--- src/source/mips_pipe_defines.svh ---
/*
 * widths, reset pc, opcode and funct encodings of the integer subset
 */
`ifndef MIPS_PIPE_DEFINES_SVH
`define MIPS_PIPE_DEFINES_SVH

// datapath widths
`define MIPS_WORD_W 32
`define MIPS_REG_AW 5

// first text address after reset
`define MIPS_TEXT_START 32'h00400000

// primary opcodes, inst[31:26]
`define MIPS_OP_SPECIAL 6'h00
`define MIPS_OP_ADDIU   6'h09
`define MIPS_OP_ANDI    6'h0c
`define MIPS_OP_ORI     6'h0d
`define MIPS_OP_XORI    6'h0e
`define MIPS_OP_LW      6'h23
`define MIPS_OP_SW      6'h2b

// funct codes under SPECIAL, inst[5:0]
`define MIPS_FN_SLL  6'h00
`define MIPS_FN_SRL  6'h02
`define MIPS_FN_SRA  6'h03
`define MIPS_FN_ADDU 6'h21
`define MIPS_FN_SUBU 6'h23
`define MIPS_FN_AND  6'h24
`define MIPS_FN_OR   6'h25
`define MIPS_FN_XOR  6'h26

`endif
--- src/source/mips_pipe_pkg.sv ---
/*
 * shared types: data word, register number, alu operations,
 * control bits and the three pipeline stage payloads
 */
`include "mips_pipe_defines.svh"

package mips_pipe_pkg;

   typedef logic [`MIPS_WORD_W-1:0] word_t;
   typedef logic [`MIPS_REG_AW-1:0] reg_addr_t;

   // shifts act on operand b
   typedef enum logic [3:0] {
      ALU_ADD,
      ALU_SUB,
      ALU_AND,
      ALU_OR,
      ALU_XOR,
      ALU_SLL,
      ALU_SRL,
      ALU_SRA
   } alu_op_t;

   // all zero means bubble
   typedef struct packed {
      logic reg_we;
      logic mem_read;
      logic mem_write;
   } ctrl_t;

   // decode to execute
   typedef struct packed {
      ctrl_t     ctrl;
      alu_op_t   alu_op;
      logic      use_imm;
      word_t     op_a;
      word_t     op_b;
      word_t     imm;
      reg_addr_t dest;
   } ex_payload_t;

   // execute to memory, store_data is the forwarded rt
   typedef struct packed {
      ctrl_t     ctrl;
      word_t     alu_result;
      word_t     store_data;
      reg_addr_t dest;
   } mem_payload_t;

   // memory to writeback
   typedef struct packed {
      ctrl_t     ctrl;
      word_t     alu_result;
      word_t     load_data;
      reg_addr_t dest;
   } wb_payload_t;

endpackage

--- src/source/forward_if.sv ---
/*
 * in-flight writer info from execute and memory stages for operand bypass
 */
`include "mips_pipe_defines.svh"

interface forward_if #(
   parameter int word_w = `MIPS_WORD_W,
   parameter int reg_aw = `MIPS_REG_AW
) ();
   // instruction currently in execute
   logic              ex_we;
   logic [reg_aw-1:0] ex_dest;
   logic [word_w-1:0] ex_result;
   // instruction currently in memory
   logic              mem_we;
   logic              mem_read;
   logic [reg_aw-1:0] mem_dest;
   logic [word_w-1:0] mem_result;
   logic [word_w-1:0] load_data;

   modport source (
      output ex_we, ex_dest, ex_result,
      output mem_we, mem_read, mem_dest, mem_result, load_data
   );
   modport sink (
      input ex_we, ex_dest, ex_result,
      input mem_we, mem_read, mem_dest, mem_result, load_data
   );
endinterface

--- src/source/mips_pipe_top.sv ---
/*
 * five-stage core top: pc and fetch register, decode with bypass,
 * execute, memory ports and writeback select
 */
`include "mips_pipe_defines.svh"

module mips_pipe_top import mips_pipe_pkg::*; (
   input  logic        clk,
   input  logic        rst_b,
   output logic [29:0] inst_addr,
   input  word_t       inst,
   output logic [29:0] mem_addr,
   output word_t       store_data,
   input  word_t       load_data,
   output logic [3:0]  mem_write_en
);

   word_t        pc;
   word_t        id_inst;
   ctrl_t        id_ctrl;
   alu_op_t      id_alu_op;
   logic         id_use_imm;
   word_t        id_imm;
   reg_addr_t    id_rs;
   reg_addr_t    id_rt;
   reg_addr_t    id_dest;
   word_t        rs_data;
   word_t        rt_data;
   word_t        op_a;
   word_t        op_b;
   ex_payload_t  id_out;
   ex_payload_t  ex_in;
   word_t        alu_b;
   word_t        alu_result;
   mem_payload_t ex_out;
   mem_payload_t mem_in;
   wb_payload_t  mem_out;
   wb_payload_t  wb_in;
   word_t        wb_data;

   forward_if fwd_bus ();

   // fetch, one word per cycle
   always_ff @(posedge clk or negedge rst_b) begin
      if (!rst_b) begin
         pc      <= `MIPS_TEXT_START;
         id_inst <= '0;
      end else begin
         pc      <= pc + 32'd4;
         id_inst <= inst;
      end
   end
   assign inst_addr = pc[31:2];

   // decode and operand read
   decode_unit decode_i (.inst(id_inst), .ctrl(id_ctrl), .alu_op(id_alu_op),
      .use_imm(id_use_imm), .imm(id_imm), .rs(id_rs), .rt(id_rt), .dest(id_dest));
   reg_file reg_file_i (.clk(clk), .rst_b(rst_b), .rs(id_rs), .rt(id_rt),
      .rs_data(rs_data), .rt_data(rt_data), .wr_en(wb_in.ctrl.reg_we),
      .wr_addr(wb_in.dest), .wr_data(wb_data));
   forward_unit forward_i (.fwd(fwd_bus.sink), .rs(id_rs), .rt(id_rt),
      .rs_data(rs_data), .rt_data(rt_data), .op_a(op_a), .op_b(op_b));
   assign id_out = '{ctrl: id_ctrl, alu_op: id_alu_op, use_imm: id_use_imm,
      op_a: op_a, op_b: op_b, imm: id_imm, dest: id_dest};
   stage_reg #(.payload_t(ex_payload_t)) id_ex_reg (.clk(clk), .rst_b(rst_b),
      .d(id_out), .q(ex_in));

   // execute, shamt taken from the immediate
   assign alu_b = ex_in.use_imm ? ex_in.imm : ex_in.op_b;
   alu alu_i (.op(ex_in.alu_op), .a(ex_in.op_a), .b(alu_b), .shamt(ex_in.imm[4:0]),
      .result(alu_result));
   assign ex_out = '{ctrl: ex_in.ctrl, alu_result: alu_result,
      store_data: ex_in.op_b, dest: ex_in.dest};
   stage_reg #(.payload_t(mem_payload_t)) ex_mem_reg (.clk(clk), .rst_b(rst_b),
      .d(ex_out), .q(mem_in));

   // memory stage, word address from result bits 31:2
   assign mem_addr     = mem_in.alu_result[31:2];
   assign store_data   = mem_in.store_data;
   assign mem_write_en = {4{mem_in.ctrl.mem_write}};
   assign mem_out = '{ctrl: mem_in.ctrl, alu_result: mem_in.alu_result,
      load_data: load_data, dest: mem_in.dest};
   stage_reg #(.payload_t(wb_payload_t)) mem_wb_reg (.clk(clk), .rst_b(rst_b),
      .d(mem_out), .q(wb_in));

   // writeback
   assign wb_data = wb_in.ctrl.mem_read ? wb_in.load_data : wb_in.alu_result;

   // a load in execute only has its address, so the next instruction
   // sees the older value (load delay slot)
   assign fwd_bus.ex_we      = ex_in.ctrl.reg_we && !ex_in.ctrl.mem_read;
   assign fwd_bus.ex_dest    = ex_in.dest;
   assign fwd_bus.ex_result  = alu_result;
   assign fwd_bus.mem_we     = mem_in.ctrl.reg_we;
   assign fwd_bus.mem_read   = mem_in.ctrl.mem_read;
   assign fwd_bus.mem_dest   = mem_in.dest;
   assign fwd_bus.mem_result = mem_in.alu_result;
   assign fwd_bus.load_data  = load_data;

endmodule

--- src/source/alu.sv ---
/*
 * add, subtract, bitwise logic and shifts of b by shamt
 */
module alu import mips_pipe_pkg::*; (
   input  alu_op_t    op,
   input  word_t      a,
   input  word_t      b,
   input  logic [4:0] shamt,
   output word_t      result
);

   always_comb begin
      case (op)
         // wrapping arithmetic, no overflow trap
         ALU_ADD: result = a + b;
         ALU_SUB: result = a - b;
         ALU_AND: result = a & b;
         ALU_OR:  result = a | b;
         ALU_XOR: result = a ^ b;
         ALU_SLL: result = b << shamt;
         ALU_SRL: result = b >> shamt;
         // sign bit copied in
         ALU_SRA: result = word_t'($signed(b) >>> shamt);
         default: result = a + b;
      endcase
   end

endmodule

--- src/source/forward_unit.sv ---
/*
 * per-operand bypass select from execute, memory and register file
 */
module forward_unit import mips_pipe_pkg::*; (
   forward_if.sink fwd,
   input  reg_addr_t rs,
   input  reg_addr_t rt,
   input  word_t     rs_data,
   input  word_t     rt_data,
   output word_t     op_a,
   output word_t     op_b
);

   // youngest writer first, r0 never bypassed
   function automatic word_t pick(reg_addr_t src, word_t rf_data);
      word_t value;
      logic  ex_hit;
      logic  mem_hit;
      ex_hit  = fwd.ex_we && fwd.ex_dest == src && src != '0;
      mem_hit = fwd.mem_we && fwd.mem_dest == src && src != '0;
      if (ex_hit) begin
         value = fwd.ex_result;
      end else if (mem_hit && !fwd.mem_read) begin
         value = fwd.mem_result;
      end else if (mem_hit) begin
         // load in memory stage, data is arriving this cycle
         value = fwd.load_data;
      end else begin
         // covers writeback through the file's own bypass
         value = rf_data;
      end
      return value;
   endfunction

   always_comb begin
      op_a = pick(rs, rs_data);
      op_b = pick(rt, rt_data);
   end

endmodule

--- src/source/reg_file.sv ---
/*
 * 31 general registers, r0 reads zero, write data bypassed to reads
 */
module reg_file import mips_pipe_pkg::*; (
   input  logic      clk,
   input  logic      rst_b,
   input  reg_addr_t rs,
   input  reg_addr_t rt,
   output word_t     rs_data,
   output word_t     rt_data,
   input  logic      wr_en,
   input  reg_addr_t wr_addr,
   input  word_t     wr_data
);

   // no storage for r0
   word_t regs [1:31];

   always_ff @(posedge clk or negedge rst_b) begin
      if (!rst_b) begin
         for (int i = 1; i < 32; i++) begin
            regs[i] <= '0;
         end
      end else if (wr_en && wr_addr != '0) begin
         regs[wr_addr] <= wr_data;
      end
   end

   // same-cycle writeback is visible to decode
   function automatic word_t read_port(reg_addr_t addr);
      word_t data;
      if (addr == '0) begin
         data = '0;
      end else if (wr_en && addr == wr_addr) begin
         data = wr_data;
      end else begin
         data = regs[addr];
      end
      return data;
   endfunction

   always_comb begin
      rs_data = read_port(rs);
      rt_data = read_port(rt);
   end

endmodule

--- src/source/decode_unit.sv ---
/*
 * instruction field split, control and alu op decode,
 * immediate forming and destination register select
 */
`include "mips_pipe_defines.svh"

module decode_unit import mips_pipe_pkg::*; (
   input  word_t     inst,
   output ctrl_t     ctrl,
   output alu_op_t   alu_op,
   output logic      use_imm,
   output word_t     imm,
   output reg_addr_t rs,
   output reg_addr_t rt,
   output reg_addr_t dest
);

   logic [5:0]  opcode;
   logic [5:0]  funct;
   reg_addr_t   rd;
   logic [4:0]  shamt;
   logic [15:0] imm16;
   word_t       imm_sext;
   word_t       imm_zext;
   word_t       imm_shamt;

   assign opcode = inst[31:26];
   assign rs     = inst[25:21];
   assign rt     = inst[20:16];
   assign rd     = inst[15:11];
   assign shamt  = inst[10:6];
   assign funct  = inst[5:0];
   assign imm16  = inst[15:0];

   // three immediate flavours
   assign imm_sext  = {{(`MIPS_WORD_W-16){imm16[15]}}, imm16};
   assign imm_zext  = {{(`MIPS_WORD_W-16){1'b0}}, imm16};
   assign imm_shamt = {{(`MIPS_WORD_W-5){1'b0}}, shamt};

   // R-type writes rd, everything else rt
   assign dest = (opcode == `MIPS_OP_SPECIAL) ? rd : rt;

   always_comb begin
      // default is a no-op, nothing written
      ctrl    = '0;
      alu_op  = ALU_ADD;
      use_imm = 1'b0;
      imm     = imm_sext;
      case (opcode)
         `MIPS_OP_SPECIAL: begin
            ctrl.reg_we = 1'b1;
            case (funct)
               `MIPS_FN_ADDU: alu_op = ALU_ADD;
               `MIPS_FN_SUBU: alu_op = ALU_SUB;
               `MIPS_FN_AND:  alu_op = ALU_AND;
               `MIPS_FN_OR:   alu_op = ALU_OR;
               `MIPS_FN_XOR:  alu_op = ALU_XOR;
               // shifts keep rt on operand b, amount rides in imm
               `MIPS_FN_SLL: begin
                  alu_op = ALU_SLL;
                  imm    = imm_shamt;
               end
               `MIPS_FN_SRL: begin
                  alu_op = ALU_SRL;
                  imm    = imm_shamt;
               end
               `MIPS_FN_SRA: begin
                  alu_op = ALU_SRA;
                  imm    = imm_shamt;
               end
               default: ctrl.reg_we = 1'b0;
            endcase
         end
         `MIPS_OP_ADDIU: begin
            ctrl.reg_we = 1'b1;
            use_imm     = 1'b1;
         end
         `MIPS_OP_ANDI: begin
            ctrl.reg_we = 1'b1;
            use_imm     = 1'b1;
            alu_op      = ALU_AND;
            imm         = imm_zext;
         end
         `MIPS_OP_ORI: begin
            ctrl.reg_we = 1'b1;
            use_imm     = 1'b1;
            alu_op      = ALU_OR;
            imm         = imm_zext;
         end
         `MIPS_OP_XORI: begin
            ctrl.reg_we = 1'b1;
            use_imm     = 1'b1;
            alu_op      = ALU_XOR;
            imm         = imm_zext;
         end
         // address is base plus signed offset
         `MIPS_OP_LW: begin
            ctrl.reg_we   = 1'b1;
            ctrl.mem_read = 1'b1;
            use_imm       = 1'b1;
         end
         `MIPS_OP_SW: begin
            ctrl.mem_write = 1'b1;
            use_imm        = 1'b1;
         end
         default: ctrl = '0;
      endcase
   end

endmodule

--- src/source/stage_reg.sv ---
/*
 * pipeline stage register for any packed payload, clears to a bubble
 */
module stage_reg #(
   parameter type payload_t = logic
) (
   input  logic     clk,
   input  logic     rst_b,
   input  payload_t d,
   output payload_t q
);

   // no enable, the pipe never stalls
   always_ff @(posedge clk or negedge rst_b) begin
      if (!rst_b) begin
         // zero payload has no write enables set
         q <= '0;
      end else begin
         q <= d;
      end
   end

endmodule

--- config.mk ---
export PLATFORM = sky130hd
export DESIGN_NAME = mips_pipe_top
export DESIGN_NICKNAME = d
export VERILOG_FILES = /design/src/source/mips_pipe_pkg.sv /design/src/source/forward_if.sv /design/src/source/mips_pipe_top.sv /design/src/source/alu.sv /design/src/source/forward_unit.sv /design/src/source/reg_file.sv /design/src/source/decode_unit.sv /design/src/source/stage_reg.sv
export VERILOG_INCLUDE_DIRS = /design/src /design/src/source
export SDC_FILE = /design/constraint.sdc
export NUM_CORES = 2
export LEC_CHECK = 0
export BUFFER_PORTS_ARGS = -buffer_cell sky130_fd_sc_hd__buf_4
export CORE_MARGIN = 2
export CORE_UTILIZATION = 29
export CTS_CLUSTER_DIAMETER = 80
export DETAILED_ROUTE_END_ITERATION = 8
export PLACE_DENSITY = 0.52
export SLEW_MARGIN = 20
export SYNTH_ARGS = -nofsm -noshare
export SYNTH_HDL_FRONTEND = slang
export SYNTH_HIERARCHICAL = 1
export SYNTH_SLANG_ARGS = --single-unit
--- constraint.sdc ---
create_clock -name clk -period 6.64 [get_ports clk]
set_clock_uncertainty 0.1 [all_clocks]
set_input_delay 1.66 -clock clk [delete_from_list [all_inputs] [get_ports clk]]
set_output_delay 1.66 -clock clk [all_outputs]
set_load 0.05 [all_outputs]
==> summary.md <==
| Metric | Value |
|---|---|
| Core Util, Final | `0.327` |
| Antenna violations before repair | `16` |
| Global-route wire length before repair | `402000 µm` |
| Critical Path Sink Type | `register` |
| Critical Path Max Stage Delay | `0.80 ns` |
| Residual DRC | `0` |
| Detailed Route Iter0 Violations | `5484` |
| Max Clk Rate | `174 MHz` |
| Global-route usage over all layers | `0.210` |
| Run status | `complete, no violations` |
| Power Total | `22.5 mW` |
| Post-synthesis cell count | `5837` |
| Hold Crit Endpoint | `ex_mem_reg/q[69]$_DFF_PN0_` |
| Transition at the pin with the smallest max-transition slack | `1.17 ns` |
| Number of input and output port buffers inserted | `161` |
| Worst hold margin | `0.259 ns` |
| Total power divided by cell area | `268 mW/mm²` |
| Setup crit start | `id_ex_reg/q[101]$_DFF_PN0_` |
| Count of fill cells added during filler insertion | `25300` |
| Estimated wirelength of the detail-placed design | `183000 µm` |
| Slack of the worst reg-to-reg path | `0.90 ns` |
| Period utilization | `0.864` |
| Skew-Pair Late Insertion Delay | `0.81 ns` |
| Number of gates resized after cts | `0` |
| Fin crit period | `5.74 ns` |
| Clock Sinks | `1306` |
| Synthesized area per cell | `12.8 µm²` |
| Cell-by-cell trace of the critical path | `buf_4 -> mux2_2 -> inv_1 -> nand4_1 -> nor3_2 -> nor2_1 -> xnor2_1 -> ha_1 -> a21oi_1 -> o21ai_0 -> a21oi_1 -> a31oi_1 -> a221oi_4 -> o21ai_2 -> o41ai_2 -> mux2i_1 -> nand3_1 -> nand3_1 -> o31ai_1` |
| Worst r2r dst | `id_ex_reg/q[68]$_DFF_PN0_` |
| Area overhead of the layout relative to synthesis | `12.3%` |
| Number of detailed-routing iterations run before antenna repair | `5` |
| Startpoint of the most critical hold path | `id_ex_reg/q[106]$_DFF_PN0_` |
| TritonCTS buffer count | `150` |
| Top Metal Used | `met5` |
| Number of placement rows | `186` |
| Vias in the first global route | `53400` |
| CTS root buf | `sky130_fd_sc_hd__clkbuf_16` |
| Placeable core region | `0.256 mm²` |
| Syn. warnings | `6` |
| Reg-to-reg critical path startpoint | `id_ex_reg/q[101]$_DFF_PN0_` |
| Number of buffers added for setup after CTS | `0` |
| CP Data Required Time | `7.18 ns` |
| Wire length on met3 | `21100 µm` |
| WL per Instance | `30.5 µm` |
| Antenna violation net count after detailed routing | `0` |
| Clock slew at reported path FFs | `0.06 ns` |
| Post-route design area | `0.0839 mm²` |
| Initial Util | `0.291` |
| Critical path fanouts, max | `13` |
| Cell depth of the worst min-delay path | `0` |
| Sequential cell area | `0.0327 mm²` |
| Multi-input gate area in the final layout | `0.0389 mm²` |
| CTS max path bufs | `3` |
| Total via count in the routed design | `52800` |
| Area of the die | `0.262 mm²` |
| Placed cell areas | `0.0787 mm²` |
| Startpoint Class | `register` |
| Worst slew margin relative to its limit | `0.212` |
| Startpoint-to-endpoint class of the critical path | `reg -> reg` |
| Path type of the worst min-delay path | `reg -> reg` |
| Sum of routed wire segments on met1 | `119000 µm` |
| TritonCTS clock tree | `yes` |
| Congestion Overflow GR | `0` |
| Routability Congestion | `0.971` |
| Cell with the largest stage delay on the worst path | `sky130_fd_sc_hd__dfrtp_1` |
| Largest net degree at the start of global routing | `172` |
| Number of nets at the end of the flow | `5860` |
| Boundary pin count | `162` |
| Peak supply drop | `0.000276 V` |
| Final count of pins violating max slew | `0` |
| Fraction of final layout cells sized beyond drive strength 1 | `0.405` |
| Per-cell via count in the routed design | `5.73` |
| Die span in x | `511 µm` |
| RSZ-0062 raised after global routing | `no` |
| Number of failing setup endpoints in the final timing report | `0` |
| Setup TNS | `0 ns` |
| # H-tree levels | `4` |
| Register-to-Register Path Depth | `19` |
| Data arrival time of the critical path | `6.27 ns` |
| Routed wire length | `280000 µm` |
| Count of endpoints failing hold in the final timing report | `0` |
| Cell area after synthesis | `0.0747 mm²` |
| Number of hold-repair buffers added at the cts stage | `0` |
| Leakage Power | `36.9 nW` |
| Met2 wire length | `126000 µm` |
| Max Cap Viol | `0` |
| Vertical extent of the die | `511 µm` |
| Net count after synthesis | `6001` |
-- critical path, delay by kind of cell, from the launching register on --
family,cells,cell delay (ns)
AOI/OAI and AO/OA,8,1.86
xor gates and xnor gates,1,0.15
adders and majority gates,1,0.35
buffers and inverters,2,0.48
DFF,1,0.80
muxes,2,0.68
and+or+nand+nor,5,1.15
-- layout by cell type (no fill, tap or decap), drive strengths merged, types with 20 or more instances in the layout --
master / count
inv: 92
a211oi: 36
a21o: 23
clkinv: 26
nor3: 102
ha: 97
a221o: 25
a22oi: 51
a221oi: 47
mux2: 1176
xor2: 38
mux4: 432
clkbuf: 231
mux2i: 229
nand2b: 37
o21ai: 144
and2: 23
nor2: 177
nand4: 20
nand2: 270
o2111ai: 29
a21oi: 214
o211ai: 88
buf: 303
o221a: 26
dfrtp: 1305
a31oi: 53
o31ai: 70
xnor2: 73
nand3: 138
-- metrics by stage --
| step | std cells | worst slack, ns |
|---|---|---|
| global placement | 8928 | 0.940 |
| CTS | 9203 | 0.908 |
| finish | 9208 | 0.904 |
| detailed placement | 8928 | 0.948 |
| global route | 9203 | 0.575 |
| floorplan | 5837 | 1.97 |
-- state kept, by name (all words and copies together) (netlist names) --
register         count
pc                  30
mem_wb_reg/q        71
id_ex_reg/q        109
id_inst             32
reg_file_i/regs    992
ex_mem_reg/q        72
-- worst max-delay path by stage --
stage	endpoint	slack [ns]
final	id_ex_reg/q[68]$_DFF_PN0_	0.90
after global routing	id_ex_reg/q[68]$_DFF_PN0_	0.57
after CTS	id_ex_reg/q[68]$_DFF_PN0_	0.91
after detailed placement	id_ex_reg/q[68]$_DFF_PN0_	0.95
after global placement	id_ex_reg/q[68]$_DFF_PN0_	0.94
after floorplan	id_ex_reg/q[65]$_DFF_PN0_	1.97
-- metal layers --
metal	vias up	global-route usage
met3	566	0.0434
met2	2279	0.324
met5	-	0.00219
li1	21800	-
met1	28200	0.283
met4	8	0.0918
-- where the power goes --
part,total (mW),switching (mW),internal (mW)
clock network,8.63,3.51,5.12
logic,4.55,2.90,1.64
registers,9.28,0.616,8.66
total,22.5,7.03,15.4
-- final cells by class --
class | instances | area share
inverters | 88 | 0.00394
clock inverters | 44 | 0.00723
flip-flops and latches | 1306 | 0.390
multi-input cells | 3847 | 0.464
well taps | 3384 | 0.0505
diodes | 5 | 0.000149
clock buffers | 231 | 0.0538
repair buffers | 303 | 0.0302
(Power assumes the default switching activity.)
